## src/logic/cnn_host_defines.svh

```systemverilog
`ifndef CNN_HOST_DEFINES_SVH
`define CNN_HOST_DEFINES_SVH

// ----------------------------------------------------------------------
// port 0 host pipe sizing
// ----------------------------------------------------------------------

`define CNN_WORD_W          32    // host pipe word
`define CNN_COUNT_W         11    // wide enough for a full FIFO count

`define CNN_FIFO_SIZE       1023  // usable words, full is flagged here
`define CNN_BLOCK_SIZE      128   // 512 byte host block of 4 byte words

// margin against count latency before accepting another host block
`define CNN_BUFFER_HEADROOM 20

`endif

```

## src/logic/cnn_host_pkg.sv

```systemverilog
`include "cnn_host_defines.svh"

package cnn_host_pkg;

	// ----------------------------------------------------------------------
	// data and count types
	// ----------------------------------------------------------------------

	typedef logic [`CNN_WORD_W-1:0]  word_t;        // one pipe word
	typedef logic [`CNN_COUNT_W-1:0] fifo_count_t;  // FIFO occupancy

	// ----------------------------------------------------------------------
	// host control wire, bit 0 upward
	// ----------------------------------------------------------------------

	typedef struct packed {
		logic spare;       // bit 4, not decoded
		logic engine_sel;  // bit 3, engine results feed pipe-out
		logic fifo_reset;  // bit 2, clears both FIFOs and the mover
		logic write_en;    // bit 1, pipe write, pipe-in as source
		logic move_en;     // bit 0, pipe read, enables moving to pipe-out
	} host_ctrl_t;

	// what each path reports to the mover
	typedef struct packed {
		logic        full;
		logic        empty;
		fifo_count_t count;
	} fifo_status_t;

	// ----------------------------------------------------------------------
	// mover source states
	// ----------------------------------------------------------------------

	typedef enum logic [1:0] {
		MV_IDLE   = 2'd0,  // nothing moves
		MV_PIPE   = 2'd1,  // pipe-in to pipe-out loopback
		MV_ENGINE = 2'd2   // engine stream to pipe-out
	} mover_state_e;

endpackage

```

## src/logic/port0_mover.sv

```systemverilog
`timescale 1ns/1ns
`include "cnn_host_defines.svh"

module port0_mover (
	input  logic                       okClk,
	input  logic                       i_arst_n,
	input  cnn_host_pkg::host_ctrl_t   i_ctrl,
	input  cnn_host_pkg::fifo_status_t i_in_status,
	input  cnn_host_pkg::word_t        i_in_data,
	input  logic                       i_in_valid,
	output logic                       o_in_re,
	input  cnn_host_pkg::word_t        i_eng_data,
	input  logic                       i_eng_valid,
	output logic                       o_eng_re,
	input  cnn_host_pkg::fifo_status_t i_out_status,
	output logic                       o_out_we,
	output cnn_host_pkg::word_t        o_out_data,
	output logic [7:0]                 o_led
);
	import cnn_host_pkg::*;

	mover_state_e          state;
	mover_state_e          state_nxt;
	fifo_count_t           in_flight;   // issued reads not yet in the pipe-out count
	logic [`CNN_COUNT_W:0] committed;
	logic                  space_ok;
	logic                  issue;

	// ----------------------------------------------------------------------
	// source select
	// ----------------------------------------------------------------------
	always_comb begin
		state_nxt = MV_IDLE;
		if (i_ctrl.move_en && i_ctrl.engine_sel) begin
			state_nxt = MV_ENGINE;
		end else if (i_ctrl.move_en && i_ctrl.write_en) begin
			state_nxt = MV_PIPE;
		end
	end

	assign committed = {1'b0, i_out_status.count} + {1'b0, in_flight};
	assign space_ok  = (committed < `CNN_FIFO_SIZE);  // back-pressure from pipe-out

	// at most one read per cycle; an engine read waits while pipe data lands
	assign o_in_re  = (state == MV_PIPE) && !i_in_status.empty && space_ok &&
	                  !i_ctrl.fifo_reset;
	assign o_eng_re = (state == MV_ENGINE) && i_eng_valid && !i_in_valid && space_ok &&
	                  !i_ctrl.fifo_reset;
	assign issue    = o_in_re || o_eng_re;

	// ----------------------------------------------------------------------
	// state, write strobe and in-flight tally
	// ----------------------------------------------------------------------
	always_ff @(posedge okClk or negedge i_arst_n) begin
		if (!i_arst_n) begin
			state     <= MV_IDLE;
			in_flight <= '0;
			o_out_we  <= 1'b0;
		end else if (i_ctrl.fifo_reset) begin
			state     <= MV_IDLE;
			in_flight <= '0;
			o_out_we  <= 1'b0;
		end else begin
			state    <= state_nxt;
			o_out_we <= o_eng_re || i_in_valid;
			case ({issue, o_out_we})
				2'b10:   in_flight <= in_flight + 1'b1;
				2'b01:   in_flight <= in_flight - 1'b1;  // now counted by pipe-out
				default: in_flight <= in_flight;
			endcase
		end
	end

	// one register stage keeps the engine word timing and source order
	always_ff @(posedge okClk) begin
		if (i_in_valid) begin
			o_out_data <= i_in_data;
		end else if (o_eng_re) begin
			o_out_data <= i_eng_data;
		end
	end

	// board LEDs are active low
	assign o_led = ~{i_in_status.full, i_in_status.empty,
	                 i_out_status.full, i_out_status.empty,
	                 state, i_ctrl.engine_sel, i_ctrl.move_en};

endmodule

```

## config.mk

```make
export PLATFORM = sky130hd
export DESIGN_NAME = port0_mover
export DESIGN_NICKNAME = d
export VERILOG_FILES = /design/src/logic/cnn_host_pkg.sv /design/src/logic/port0_mover.sv
export VERILOG_INCLUDE_DIRS = /design/src /design/src/logic
export SDC_FILE = /design/constraint.sdc
export NUM_CORES = 1
export LEC_CHECK = 0
export BUFFER_PORTS_ARGS = -buffer_cell sky130_fd_sc_hd__buf_2
export CAP_MARGIN = 20
export CORE_ASPECT_RATIO = 1.5
export CORE_MARGIN = 8
export CORE_UTILIZATION = 47
export DETAILED_ROUTE_END_ITERATION = 6
export PLACE_DENSITY = 0.77
export RECOVER_POWER = 50
export SLEW_MARGIN = 25
export SYNTH_ARGS = -nofsm -noshare
export SYNTH_HDL_FRONTEND = slang
export SYNTH_SLANG_ARGS = --single-unit
```

## constraint.sdc

```tcl
create_clock -name okClk -period 4.8 [get_ports okClk]
set_input_delay 0.96 -clock okClk [delete_from_list [all_inputs] [get_ports okClk]]
set_output_delay 0.96 -clock okClk [all_outputs]
set_load 0.02 [all_outputs]
```

-- After elaboration in Yosys (flattened, before gate mapping)
Index checks and enable logic that the tools add are counted.
Widths: inputs -> output; s select.
- register bits after elaboration: 46
- output and inout port bits: 43
- logic and storage cells: 37
- add/subtract/negate cells: 3
- $lt $le $gt $ge: 1
- equality and inequality tests: 4
- muxes and demuxes: 8
- bitwise operators: 1
- reduce and logical (&&, ||, !) cells: 16
- operator list (cell ; count):
    $mux 32 ; 2
    $pmux 11 s2 ; 1
    $add 11x11->12 ; 1
    $lt 12x10->1 const B ; 1
    $add 11x1->11 const B ; 1
    $mux 11 ; 1
    $sub 11x1->11 const B ; 1
    $logic_and 1x1->1 ; 9
    $not 8->8 ; 1
    $eq 2x1->1 const B ; 2
    $eq 2x2->1 const B ; 2
    $mux 2 ; 2
    $logic_not 1->1 ; 3
    $reduce_bool 3->1 ; 1
    $logic_or 1x1->1 ; 2
    $mux 1 ; 2
    $reduce_bool 2->1 ; 1

-- Depth between registers and ports, before layout
Gate-level depths: netlist of run 1.
- word-level depth: 9
- gate-level depth with buffers: 20
- gate-level depth less buffers: 19

-- Worst setup path before layout of run 1
No wires, ideal clock.
- path type: in2reg
- from: input port i_out_status[0] in the netlist's numbering
- to: register in_flight[9]
- setup time: 134 ps
- arrival time: 4872 ps
- data required time: 4666 ps
- setup slack: -206 ps
- cell stages on the path: 20
- buffers on the path: 1
- path through: ha_1 > inv_1 > fa_1 > nor2b_1 > o2111ai_1 > a21oi_1 > o2111a_1 > o221ai_1 > o21ai_2 > buf_1 > inv_1 > ha_1 > a21o_1 > a21oi_1 > o21ai_0 > or4_1 > a31o_2 > a21oi_1 > xor2_1 > o31ai_1
- longest elaborated chain between the ends: 8
- elaborated cells between the ends (all ways): 12
- RTL lines (item ; RTL line ; source):
    from (decl) ; port0_mover.sv:15 ; input cnn_host_pkg::fifo_status_t i_out_status,
    $add 11x11->12 * ; port0_mover.sv:41 ; assign committed = {1'b0, i_out_status.count} + {1'b0, in_flight};
    $lt 12x10->1 (no source line) * ; - ;
    $logic_and 1x1->1 (on tied branches) (2 in a row) ; port0_mover.sv:45, port0_mover.sv:47 ;
    $logic_or 1x1->1 * ; port0_mover.sv:49 ; assign issue = o_in_re || o_eng_re;
    $eq 2x1->1 / $eq 2x2->1 (equally long branches) ; port0_mover.sv:66 ; case ({issue, o_out_we})
    $pmux 11 s2 ; port0_mover.sv:66 ;
    $mux 11 ; port0_mover.sv:59 ; end else if (i_ctrl.fifo_reset) begin
    to (signal assigned) ; port0_mover.sv:67 ; 2'b10: in_flight <= in_flight + 1'b1;
    to (signal assigned) ; port0_mover.sv:68 ; 2'b01: in_flight <= in_flight - 1'b1;
    to (signal assigned) ; port0_mover.sv:69 ; default: in_flight <= in_flight;
    to (decl) ; port0_mover.sv:24 ; fifo_count_t in_flight;
Every way passes the cells marked *; elsewhere a longest branch is shown, timed or not.
A chain may end at the register's enable or synchronous reset.

-- Worst setup path in the final report of run 1
Ends and elaborated chain as after synthesis.

==> results by stage, run 1 <==
Yosys:
- For this run, the register share of the synthesized area comes to 44.2%.
- The largest family of logic cells by synthesized area is multiplexers.
- During synthesis, Yosys emitted a total of 0 warnings.
- After Yosys synthesis, XOR and XNOR cells account for 2.95% of the synthesized area.
- The mapped netlist covers 2960 um2.
- The synthesized netlist contains 54 unique library cells.
- The register bit count reported by yosys is 46.
- Counting every net in the synthesized netlist gives 373.
- Counting flops with an async set or reset pin after synthesis yields a share of 30.4%.
- The synthesized design devotes to its leading area cell type 32.4% of total area.
- The instance count of the mapped netlist is 252.
- The library cell occupying the most area in the post-synthesis netlist is sky130_fd_sc_hd__edfxtp_1.
- The basic-gate share of the synthesized area counting and, or, nand and nor cells is 12.2%.
- The most used flip-flop cell after synthesis is sky130_fd_sc_hd__edfxtp_1.
- Summing the areas of all compound-gate instances in the mapped netlist gives 12.3% of the synthesized area.
- The adder-cell share of the synthesized area is 9.79%.
- In this run, synthesis inferred 32 flip-flops with an integrated enable.
- The mux share of post-synthesis cell area is 14.4%.
- Dividing the synthesized area by the synthesized cell count gives 11.8 um2.
- Sorting the synthesized cells by area gives the leading types as sky130_fd_sc_hd__edfxtp_1 32%, sky130_fd_sc_hd__mux2_2 13%, sky130_fd_sc_hd__dfrtp_1 12%.

Pwr:
- The internal power is 738 uW.
- The largest voltage drop on the vdd net is 0.207 mV.
- Dividing total power by cell area gives a power density of 256 nW/um2.
- For this design the total switching power over the nets is 291 uW.
- The proportion of power drawn by the clock network is 28.0%.
- The combinational share of power is 26.6%.
- In this run switching power makes up 28.3% of total power.
- Of the total power, registers draw 45.4%.
- The static leakage power is 0.00185 uW.

Status:
- The run finished, with violations left.
- The checks that failed: capacitance limit, slew limit.

Route:
- The per-cell via count in the routed design is 5.45.
- The routed design has 8390 um of wire.
- For this run, design rule violations remaining after detail routing come to 0.
- The count of routing violations after the opening detailed-route iteration is 108.
- The vias after detailed routing is 2603.
- For this run, the detailed router's first-pass iteration total came to 4.
- The number of nets with antenna violations after detailed routing is 0.
- In the final routed layout, each cell accounts on average for 17.6 um.

Timing:
- The count of final setup violators is 0.
- The final number of hold-violating endpoints was 0.
- The worst path uses 95.9% of the clock period.
- The fmax is 217 MHz.
- The number of slew-limit violations in the final report is 34.
- Setup total negative slack on the finished layout was measured at 0 ns.
- The final period demand of the worst path is 4.60 ns.
- The relative slew slack is -11.0%.
- For the final database, setup skew stands at 0.00662 ns.
- At the pin with the least slew margin, the transition time is 1.67 ns.
- Setup slack closes at 0.196 ns.

Layout:
- The antenna diode count is 0.
- At the end of the flow, the number of nets in the layout was 524.
- The core utilization of the finished layout is 65.5%.
- The area overhead of the layout relative to synthesis is 35.5%.
- The fraction of layout instances using a drive strength above 1 is 48.5%.

Global route:
- The wire length of the first global-routing pass is 13600 um.
- For this run the aggregate overflow at the end of global routing stands at 0.
- Global routing consumed, over all layers together, 18.4% of the routing resources.
- The via count of the first global-routing pass was 2845.
- The number of antenna violations at the first check in global routing is 0.
- Entering global routing, the biggest net connects 34 pins.

CTS:
- The clock-pin transition on the worst setup and hold timing paths is 0.09 ns.
- The number of clock buffers added by TritonCTS is 5.
- The worst-case clock buffer depth is 2.
- The number of H-tree branching levels is 2.
- TritonCTS built the clock tree.
- Hold repair after CTS inserted 0 buffers.
- The buffer type at the clock tree root is sky130_fd_sc_hd__clkbuf_8.
- The later pin in the worst-skew pair is clocked with a latency of 0.30 ns.
- Clock tree synthesis found a total of 46 sinks.

Placed design:
- The post-DP HPWL is 6790 um.
- Port buffering added 129 buffers.
- Timing analysis after detailed placement gives a worst setup slack of -0.385 ns.
- The congestion estimate from routability-driven global placement came to 0.838.

Floorplan:
- The total area inside the core boundary comes to 6130 um2.
- In this run the horizontal extent of the chip is 80.8 um.
- The number of placement rows is 35.
- The overall die area is 9160 um2.
- The count of boundary I/O pins is 142.
- Once the floorplan was initialized, standard cells occupied 48.3% of the core.
- The die is 113 um tall.

Setup path:
- The start-to-end type of the worst setup path is primary input to flip-flop.
- The startpoint of the most critical register-to-register path is in_flight[0]$_DFFE_PN0P_.
- The largest single stage delay on the critical path is 0.45 ns.
- The worst setup path is captured at a flip-flop.
- The most numerous cell type found on the critical path is sky130_fd_sc_hd__a21oi_2.
- Traced cell by cell, the critical path runs through buf_2 > ha_1 > inv_1 > fa_2 > nor2b_4 > o2111ai_4 > a21oi_2 > o2111a_1 > o221ai_1 > o21ai_2 > inv_2 > ha_1 > a21o_1 > a21oi_2 > o21ai_0 > or4_4 > a31o_2 > a21oi_2 > xor2_1 > o31ai_1.
- The reg2reg setup slack is 0.47 ns.
- The standard cell with the maximum stage delay on the critical path is sky130_fd_sc_hd__or4_4.
- Data arrives at the worst endpoint at 4.81 ns.
- In this run the worst path has a maximum fanout of 4.
- The capture point of the worst reg-to-reg path is in_flight[9]$_DFFE_PN0P_.
- The depth of the worst register-to-register path is 19.
- The type of element launching the critical path is a primary input.
- The required arrival time at the worst endpoint is 5.00 ns.

Worst hold path:
- The path with the worst hold slack has its endpoint at in_flight[4]$_DFFE_PN0P_.
- The class of the tightest hold or removal check is flip-flop to flip-flop.
- Along the worst hold path, the cell count comes to 2.
- In this run the most critical hold path is launched from in_flight[4]$_DFFE_PN0P_.

Flow run:
- The tool flagged a number of max-cap violations equal to 1.
-- worst max path at each step --
stage	startpoint	end	slack [ns]	depth (start not counted)
2_1_floorplan	i_out_status[6]	in_flight[9]$_DFFE_PN0P_	0.0007	19
3_3_place_gp	i_out_status[0]	in_flight[9]$_DFFE_PN0P_	-0.15	20
3_5_place_dp	i_out_status[0]	in_flight[10]$_DFFE_PN0P_	-0.38	19
4_1_cts	i_out_status[0]	in_flight[9]$_DFFE_PN0P_	0.002	20
5_1_grt	i_out_status[0]	in_flight[9]$_DFFE_PN0P_	-0.07	20
6_report	i_out_status[0]	in_flight[9]$_DFFE_PN0P_	0.20	20
-- timing repair --
action | CTS | global route
gates resized for setup | 3 | 14
setup buffers | 0 | 1
setup endpoints to repair | 2 | 3
pin swaps | 1 | 3
-- synth_stat cells (4+ instances only) --
cell type                   n
sky130_fd_sc_hd__o31ai_1    7
sky130_fd_sc_hd__xor2_1     6
sky130_fd_sc_hd__nand3_1    4
sky130_fd_sc_hd__nor2_1    12
sky130_fd_sc_hd__nand2_1    8
sky130_fd_sc_hd__nand4b_1   8
sky130_fd_sc_hd__o21ai_0    7
sky130_fd_sc_hd__ha_1      20
sky130_fd_sc_hd__a21o_1     5
sky130_fd_sc_hd__xnor2_1    4
sky130_fd_sc_hd__nor3_1     6
sky130_fd_sc_hd__nor2b_1    7
sky130_fd_sc_hd__inv_1     15
sky130_fd_sc_hd__clkbuf_1   6
sky130_fd_sc_hd__mux2_2    33
sky130_fd_sc_hd__a21oi_1   11
sky130_fd_sc_hd__edfxtp_1  32
sky130_fd_sc_hd__dfrtp_1   14
-- placed cells by master, fill, tap and decap left out, types with 2 or more instances in the layout --
| cell | n |
|---|---|
| sky130_fd_sc_hd__buf_2 | 108 |
| sky130_fd_sc_hd__mux2_2 | 33 |
| sky130_fd_sc_hd__edfxtp_1 | 32 |
| sky130_fd_sc_hd__buf_4 | 24 |
| sky130_fd_sc_hd__clkbuf_1 | 23 |
| sky130_fd_sc_hd__ha_1 | 20 |
| sky130_fd_sc_hd__inv_1 | 14 |
| sky130_fd_sc_hd__dfrtp_1 | 14 |
| sky130_fd_sc_hd__nor2_1 | 12 |
| sky130_fd_sc_hd__nand2_1 | 8 |
| sky130_fd_sc_hd__nand4b_1 | 8 |
| sky130_fd_sc_hd__o31ai_1 | 7 |
| sky130_fd_sc_hd__a21oi_1 | 6 |
| sky130_fd_sc_hd__o21ai_0 | 6 |
| sky130_fd_sc_hd__a21oi_2 | 6 |
| sky130_fd_sc_hd__nor2b_1 | 6 |
| sky130_fd_sc_hd__xor2_1 | 6 |
| sky130_fd_sc_hd__a21o_1 | 5 |
| sky130_fd_sc_hd__nor3_1 | 5 |
| sky130_fd_sc_hd__clkbuf_8 | 5 |
| sky130_fd_sc_hd__nand3_1 | 4 |
| sky130_fd_sc_hd__xnor2_1 | 4 |
| sky130_fd_sc_hd__mux2i_1 | 3 |
| sky130_fd_sc_hd__nand2b_1 | 3 |
| sky130_fd_sc_hd__a211oi_1 | 3 |
| sky130_fd_sc_hd__and3_1 | 2 |
| sky130_fd_sc_hd__nand4_1 | 2 |
-- metal layers --
layer | global-route usage, % | wire length [um] | up-vias
met1 | 18.0 | 2890 | 1249
met3 | 6.03 | 586 | 12
met4 | 4.91 | 152 | 0
met5 | 0 | 0 | -
li1 | - | - | 1252
met2 | 34.8 | 4770 | 90
-- power by group through the flow --
stage                     Clock [uW]  Combinational [uW]  Sequential, uW
after detailed placement           0                 261             476
after floorplan                    0                 132             500
after global placement             0                 252             474
after CTS                        295                 265             467
final                            288                 273             467
after global routing             308                 298             470
-- kinds of logic after synthesis --
kind of cell,count (synthesis)
and+or+nand+nor,61
AOI/OAI and AO/OA,49
DFF,46
muxes,38
buffers and inverters,26
adders and majority gates,22
xor gates and xnor gates,10
-- worst max-delay path, delay by kind of cell --
kind	cells	cell delay, ns
and+or+nand+nor	2	0.62
xor gates and xnor gates	1	0.08
AOI/OAI and AO/OA	11	2.09
buffers and inverters	3	0.23
adders and majority gates	3	0.82
-- flip-flops by register name, indices dropped and copies added, names as in the netlist --
signal / count
state: 2
in_flight: 11
o_out_we: 1
o_out_data: 32
-- final cells by class --
type / instances / area (um2)
clock buffers: 6 / 72.6
clock inverters: 2 / 37.5
fillers: 501 / 2120
inverters: 15 / 56.3
multi-input cells: 180 / 1620
flip-flops and latches: 46 / 1310
well taps: 74 / 92.6
repair buffers: 155 / 823
-- per-stage QoR --
| step | hold WS [ns] | cells | power, uW | area (um2) |
|---|---|---|---|---|
| CTS | 0.547 | 477 | 1030 | 3970 |
| global route | 0.644 | 478 | 1080 | 4020 |
| finish | 0.599 | 478 | 1030 | 4020 |
| detailed placement | 0.578 | 469 | 737 | 3840 |
| floorplan | 0.528 | 252 | 632 | 2970 |
| global placement | 0.563 | 469 | 726 | 3840 |
No activity file was read; power rests on OpenSTA's default activity.
==> run 2: changes to the inputs <==
Settings changed: CELL_PAD_IN_SITES_DETAIL_PLACEMENT set to 0, CELL_PAD_IN_SITES_GLOBAL_PLACEMENT set to 1, CORE_UTILIZATION 47 to 35.
==> results by stage, run 2 (same netlist as run 1, synthesis figures left out) <==
Status:
- The run finished, with violations left.
- The final reports fail on capacitance limit, slew limit.

Route:
- The vias after detailed routing is 2546.
- The number of remaining DRC errors is 0.
- After detailed routing, the average wire length per cell comes to 16.2 um.
- Summed over all layers, the routed wires come to 8420 um.
- The number of nets with antenna violations after detailed routing is 0.
- After the first detailed-routing iteration, the DRC count stood at 102.
- The first-pass iteration count of the detailed router is 4.
- In the routed layout, each cell is associated on average with a via count of 4.91.

Pwr:
- The internal power is 775 uW.
- The power per unit of standard cell area is 263 nW/um2.
- Net switching is 27.9% of the power.
- Of the total power, the clock network draws 31.5%.
- The post-route total power is 1070 uW.
- For this design the total switching power over the nets is 299 uW.
- The share of total power dissipated in combinational logic is 25.0%.
- The sequential group share of total power is 43.5%.
- The static leakage power is 0.00188 uW.
- The largest voltage drop on the vdd net is 0.192 mV.

Global route:
- The via count of the first global-routing pass was 2749.
- Global routing used 14.1% of the available tracks across all layers.
- The wire length of the first global-routing pass is 13100 um.
- The maximum number of pins on one net before global-route repair is 34.
- The number of antenna violations at the first check in global routing is 0.
- For this run the aggregate overflow at the end of global routing stands at 0.

Floorplan:
- The placeable core region is 8310 um2.
- The initial utilization of the core area, before any placement, comes to 35.7%.
- Measured along the y axis, the die boundary spans 129 um.
- In this run the horizontal extent of the chip is 91.1 um.
- 142 I/O pins were placed.
- The floorplan has 41 rows.
- The overall die area is 11700 um2.

Setup path:
- The signal on the critical path passes through buf_2 > ha_1 > inv_1 > fa_1 > nor2b_2 > o2111ai_2 > a21oi_2 > o2111a_1 > o221ai_1 > o21ai_2 > inv_2 > ha_1 > a21o_1 > a21oi_2 > o21ai_1 > or4_1 > a31o_2 > a21oi_2 > xor2_1 > o31ai_1.
- The required arrival time at the worst endpoint is 4.99 ns.
- In this run the worst path has a maximum fanout of 5.
- The most numerous cell type found on the critical path is sky130_fd_sc_hd__a21oi_2.
- On the worst path, the slowest cell contributes a delay of 0.45 ns.
- The standard cell with the maximum stage delay on the critical path is sky130_fd_sc_hd__or4_1.
- The type of element launching the critical path is a primary input.
- The category of the worst setup path capture point is a flip-flop.
- The endpoint arrival time on the critical path is 4.79 ns.
- The critical path is of the primary input to flip-flop type.

Layout:
- The library cells used most frequently in the layout, excluding fill and tap cells, are 106 x sky130_fd_sc_hd__buf_2, 33 x sky130_fd_sc_hd__mux2_2, 33 x sky130_fd_sc_hd__buf_4.
- The filler-free cell count of the finished design is 519.
- The largest registers in the layout are o_out_data: 32 flops, in_flight: 11 flops, state: 2 flops.
- Of the cells placed in the final design, the portion with a size suffix greater than 1 is 48.3%.
- For this run, the post-layout net count is 532.
- The number of antenna diodes in the final layout is 0.
- The register with the most flip-flops in the layout has 32 of them.
- Compared with the post-synthesis result, the final layout area differs by 37.9%.
- The core utilization of the finished layout is 49.2%.
- The most flop-heavy register is o_out_data.
- Leaving out fill and tap cells, the most frequent cell in the layout is sky130_fd_sc_hd__buf_2.

Worst hold path:
- The path class of the tightest hold or removal check is flip-flop to flip-flop.

Timing:
- The number of slew-limit violations in the final report came to 34.
- The slack of the critical path is 0.200 ns.
- Setup repair after global routing could not meet its margin everywhere.
- The final critical path takes up 95.8% of the cycle.
- The transition time at the pin with the least slew margin is 1.71 ns.
- Between clock sinks in the finished design, the worst skew comes to 0.00471 ns.
- The final period demand of the worst path is 4.60 ns.
- The count of final setup violators is 0.
- The final number of hold-violating endpoints is 0.
- The worst hold slack after final layout is 0.591 ns.
- Static timing analysis puts the maximum clock frequency at 217 MHz.
- The relative slew slack is -14.1%.

CTS:
- The longest clock path from root to sink contains 2 buffers.
- Counting every sink on the clock net gives 46.
- At the later pin of the worst-skew pair, clock insertion delay measures 0.29 ns.
- The clock-pin transition on the worst setup and hold timing paths is 0.06 ns.
- The buffer type at the clock tree root is sky130_fd_sc_hd__clkbuf_16.
- The number of H-tree branching levels is 2.
- Counting the buffers created by CTS gives 5.
- The CTS tree is yes.

Placed design:
- Buffers placed on the I/O ports in this run total 129.
- The number of placed instances, taps included is 510.
- At the end of routability-driven placement, the weighted congestion stood at 0.829.
- The minimum setup slack after placement is -0.385 ns.
- After legalization and detailed placement, the total HPWL measured 7160 um.

Flow run:
- Across the run, the number of max-cap violations was 1.
-- run 2: cell types whose count changed in the layout (fill, tap and decap cells not counted), sizes merged --
cell	before	now
clkinvlp	1	0
bufinv	1	0
clkbuf	28	30
clkinv	0	2
buf	133	139
-- run 2: power by group through the flow --
stage / combinational, uW / clock, uW / sequential [uW]
2_1_floorplan: 132 / 0 / 500
3_3_place_gp: 262 / 0 / 474
3_5_place_dp: 267 / 0 / 475
4_1_cts: 273 / 349 / 467
5_1_grt: 293 / 363 / 470
6_report: 268 / 338 / 467
-- run 2: path summary, 6_finish.rpt --
path	from	end	slack, ns	depth (start not counted)
setup reg to reg	in_flight[0]$_DFFE_PN0P_	in_flight[9]$_DFFE_PN0P_	0.53	19
hold / removal	in_flight[4]$_DFFE_PN0P_	in_flight[4]$_DFFE_PN0P_	0.59	2
hold reg to reg	in_flight[4]$_DFFE_PN0P_	in_flight[4]$_DFFE_PN0P_	0.59	2
min in group asynchronous	i_arst_n	in_flight[7]$_DFFE_PN0P_	0.72	1
max in group asynchronous	i_arst_n	in_flight[10]$_DFFE_PN0P_	3.61	1
setup / recovery	i_out_status[0]	in_flight[9]$_DFFE_PN0P_	0.20	20
-- run 2: critical path, delay by kind of cell --
family                   cells  cell delay [ns]
XOR/XNOR                     1             0.08
adder cells (fa/ha/maj)      3             0.85
buffers and inverters        3             0.24
AND/OR/NAND/NOR              2             0.64
AO/OA/AOI/OAI               11             2.03
-- run 2: timing repair --
| action | CTS | global route |
|---|---|---|
| setup endpoints to repair | 2 | 2 |
| pin swaps | 2 | 5 |
| hold buffers | 0 | 0 |
| buffers inserted | 1 | 0 |
| resized for setup | 5 | 8 |
-- run 2: per-stage QoR --
stage	cell area, um2	setup TNS, ns
finish	4090	0
global route	4090	-0.0129
CTS	4100	0
detailed placement	3930	-0.730
global placement	3930	-0.583
floorplan	2970	0
-- run 2: routing by layer --
| layer | GRT usage [%] | vias up | routed length, um |
|---|---|---|---|
| li1 | - | 1267 | - |
| met1 | 12.5 | 1206 | 2890 |
| met2 | 29.3 | 58 | 4990 |
| met3 | 2.97 | 15 | 339 |
| met4 | 6.00 | 0 | 208 |
| met5 | 0 | - | 0 |
-- run 2: area by class of cell --
| cell class | instances | area (um2) |
|---|---|---|
| clock buffer | 6 | 129 |
| clock inverter | 2 | 13.8 |
| fill | 804 | 4220 |
| inverter | 15 | 56.3 |
| multi-input combinational | 180 | 1580 |
| sequential | 46 | 1310 |
| tap | 107 | 134 |
| timing repair buffer | 163 | 868 |
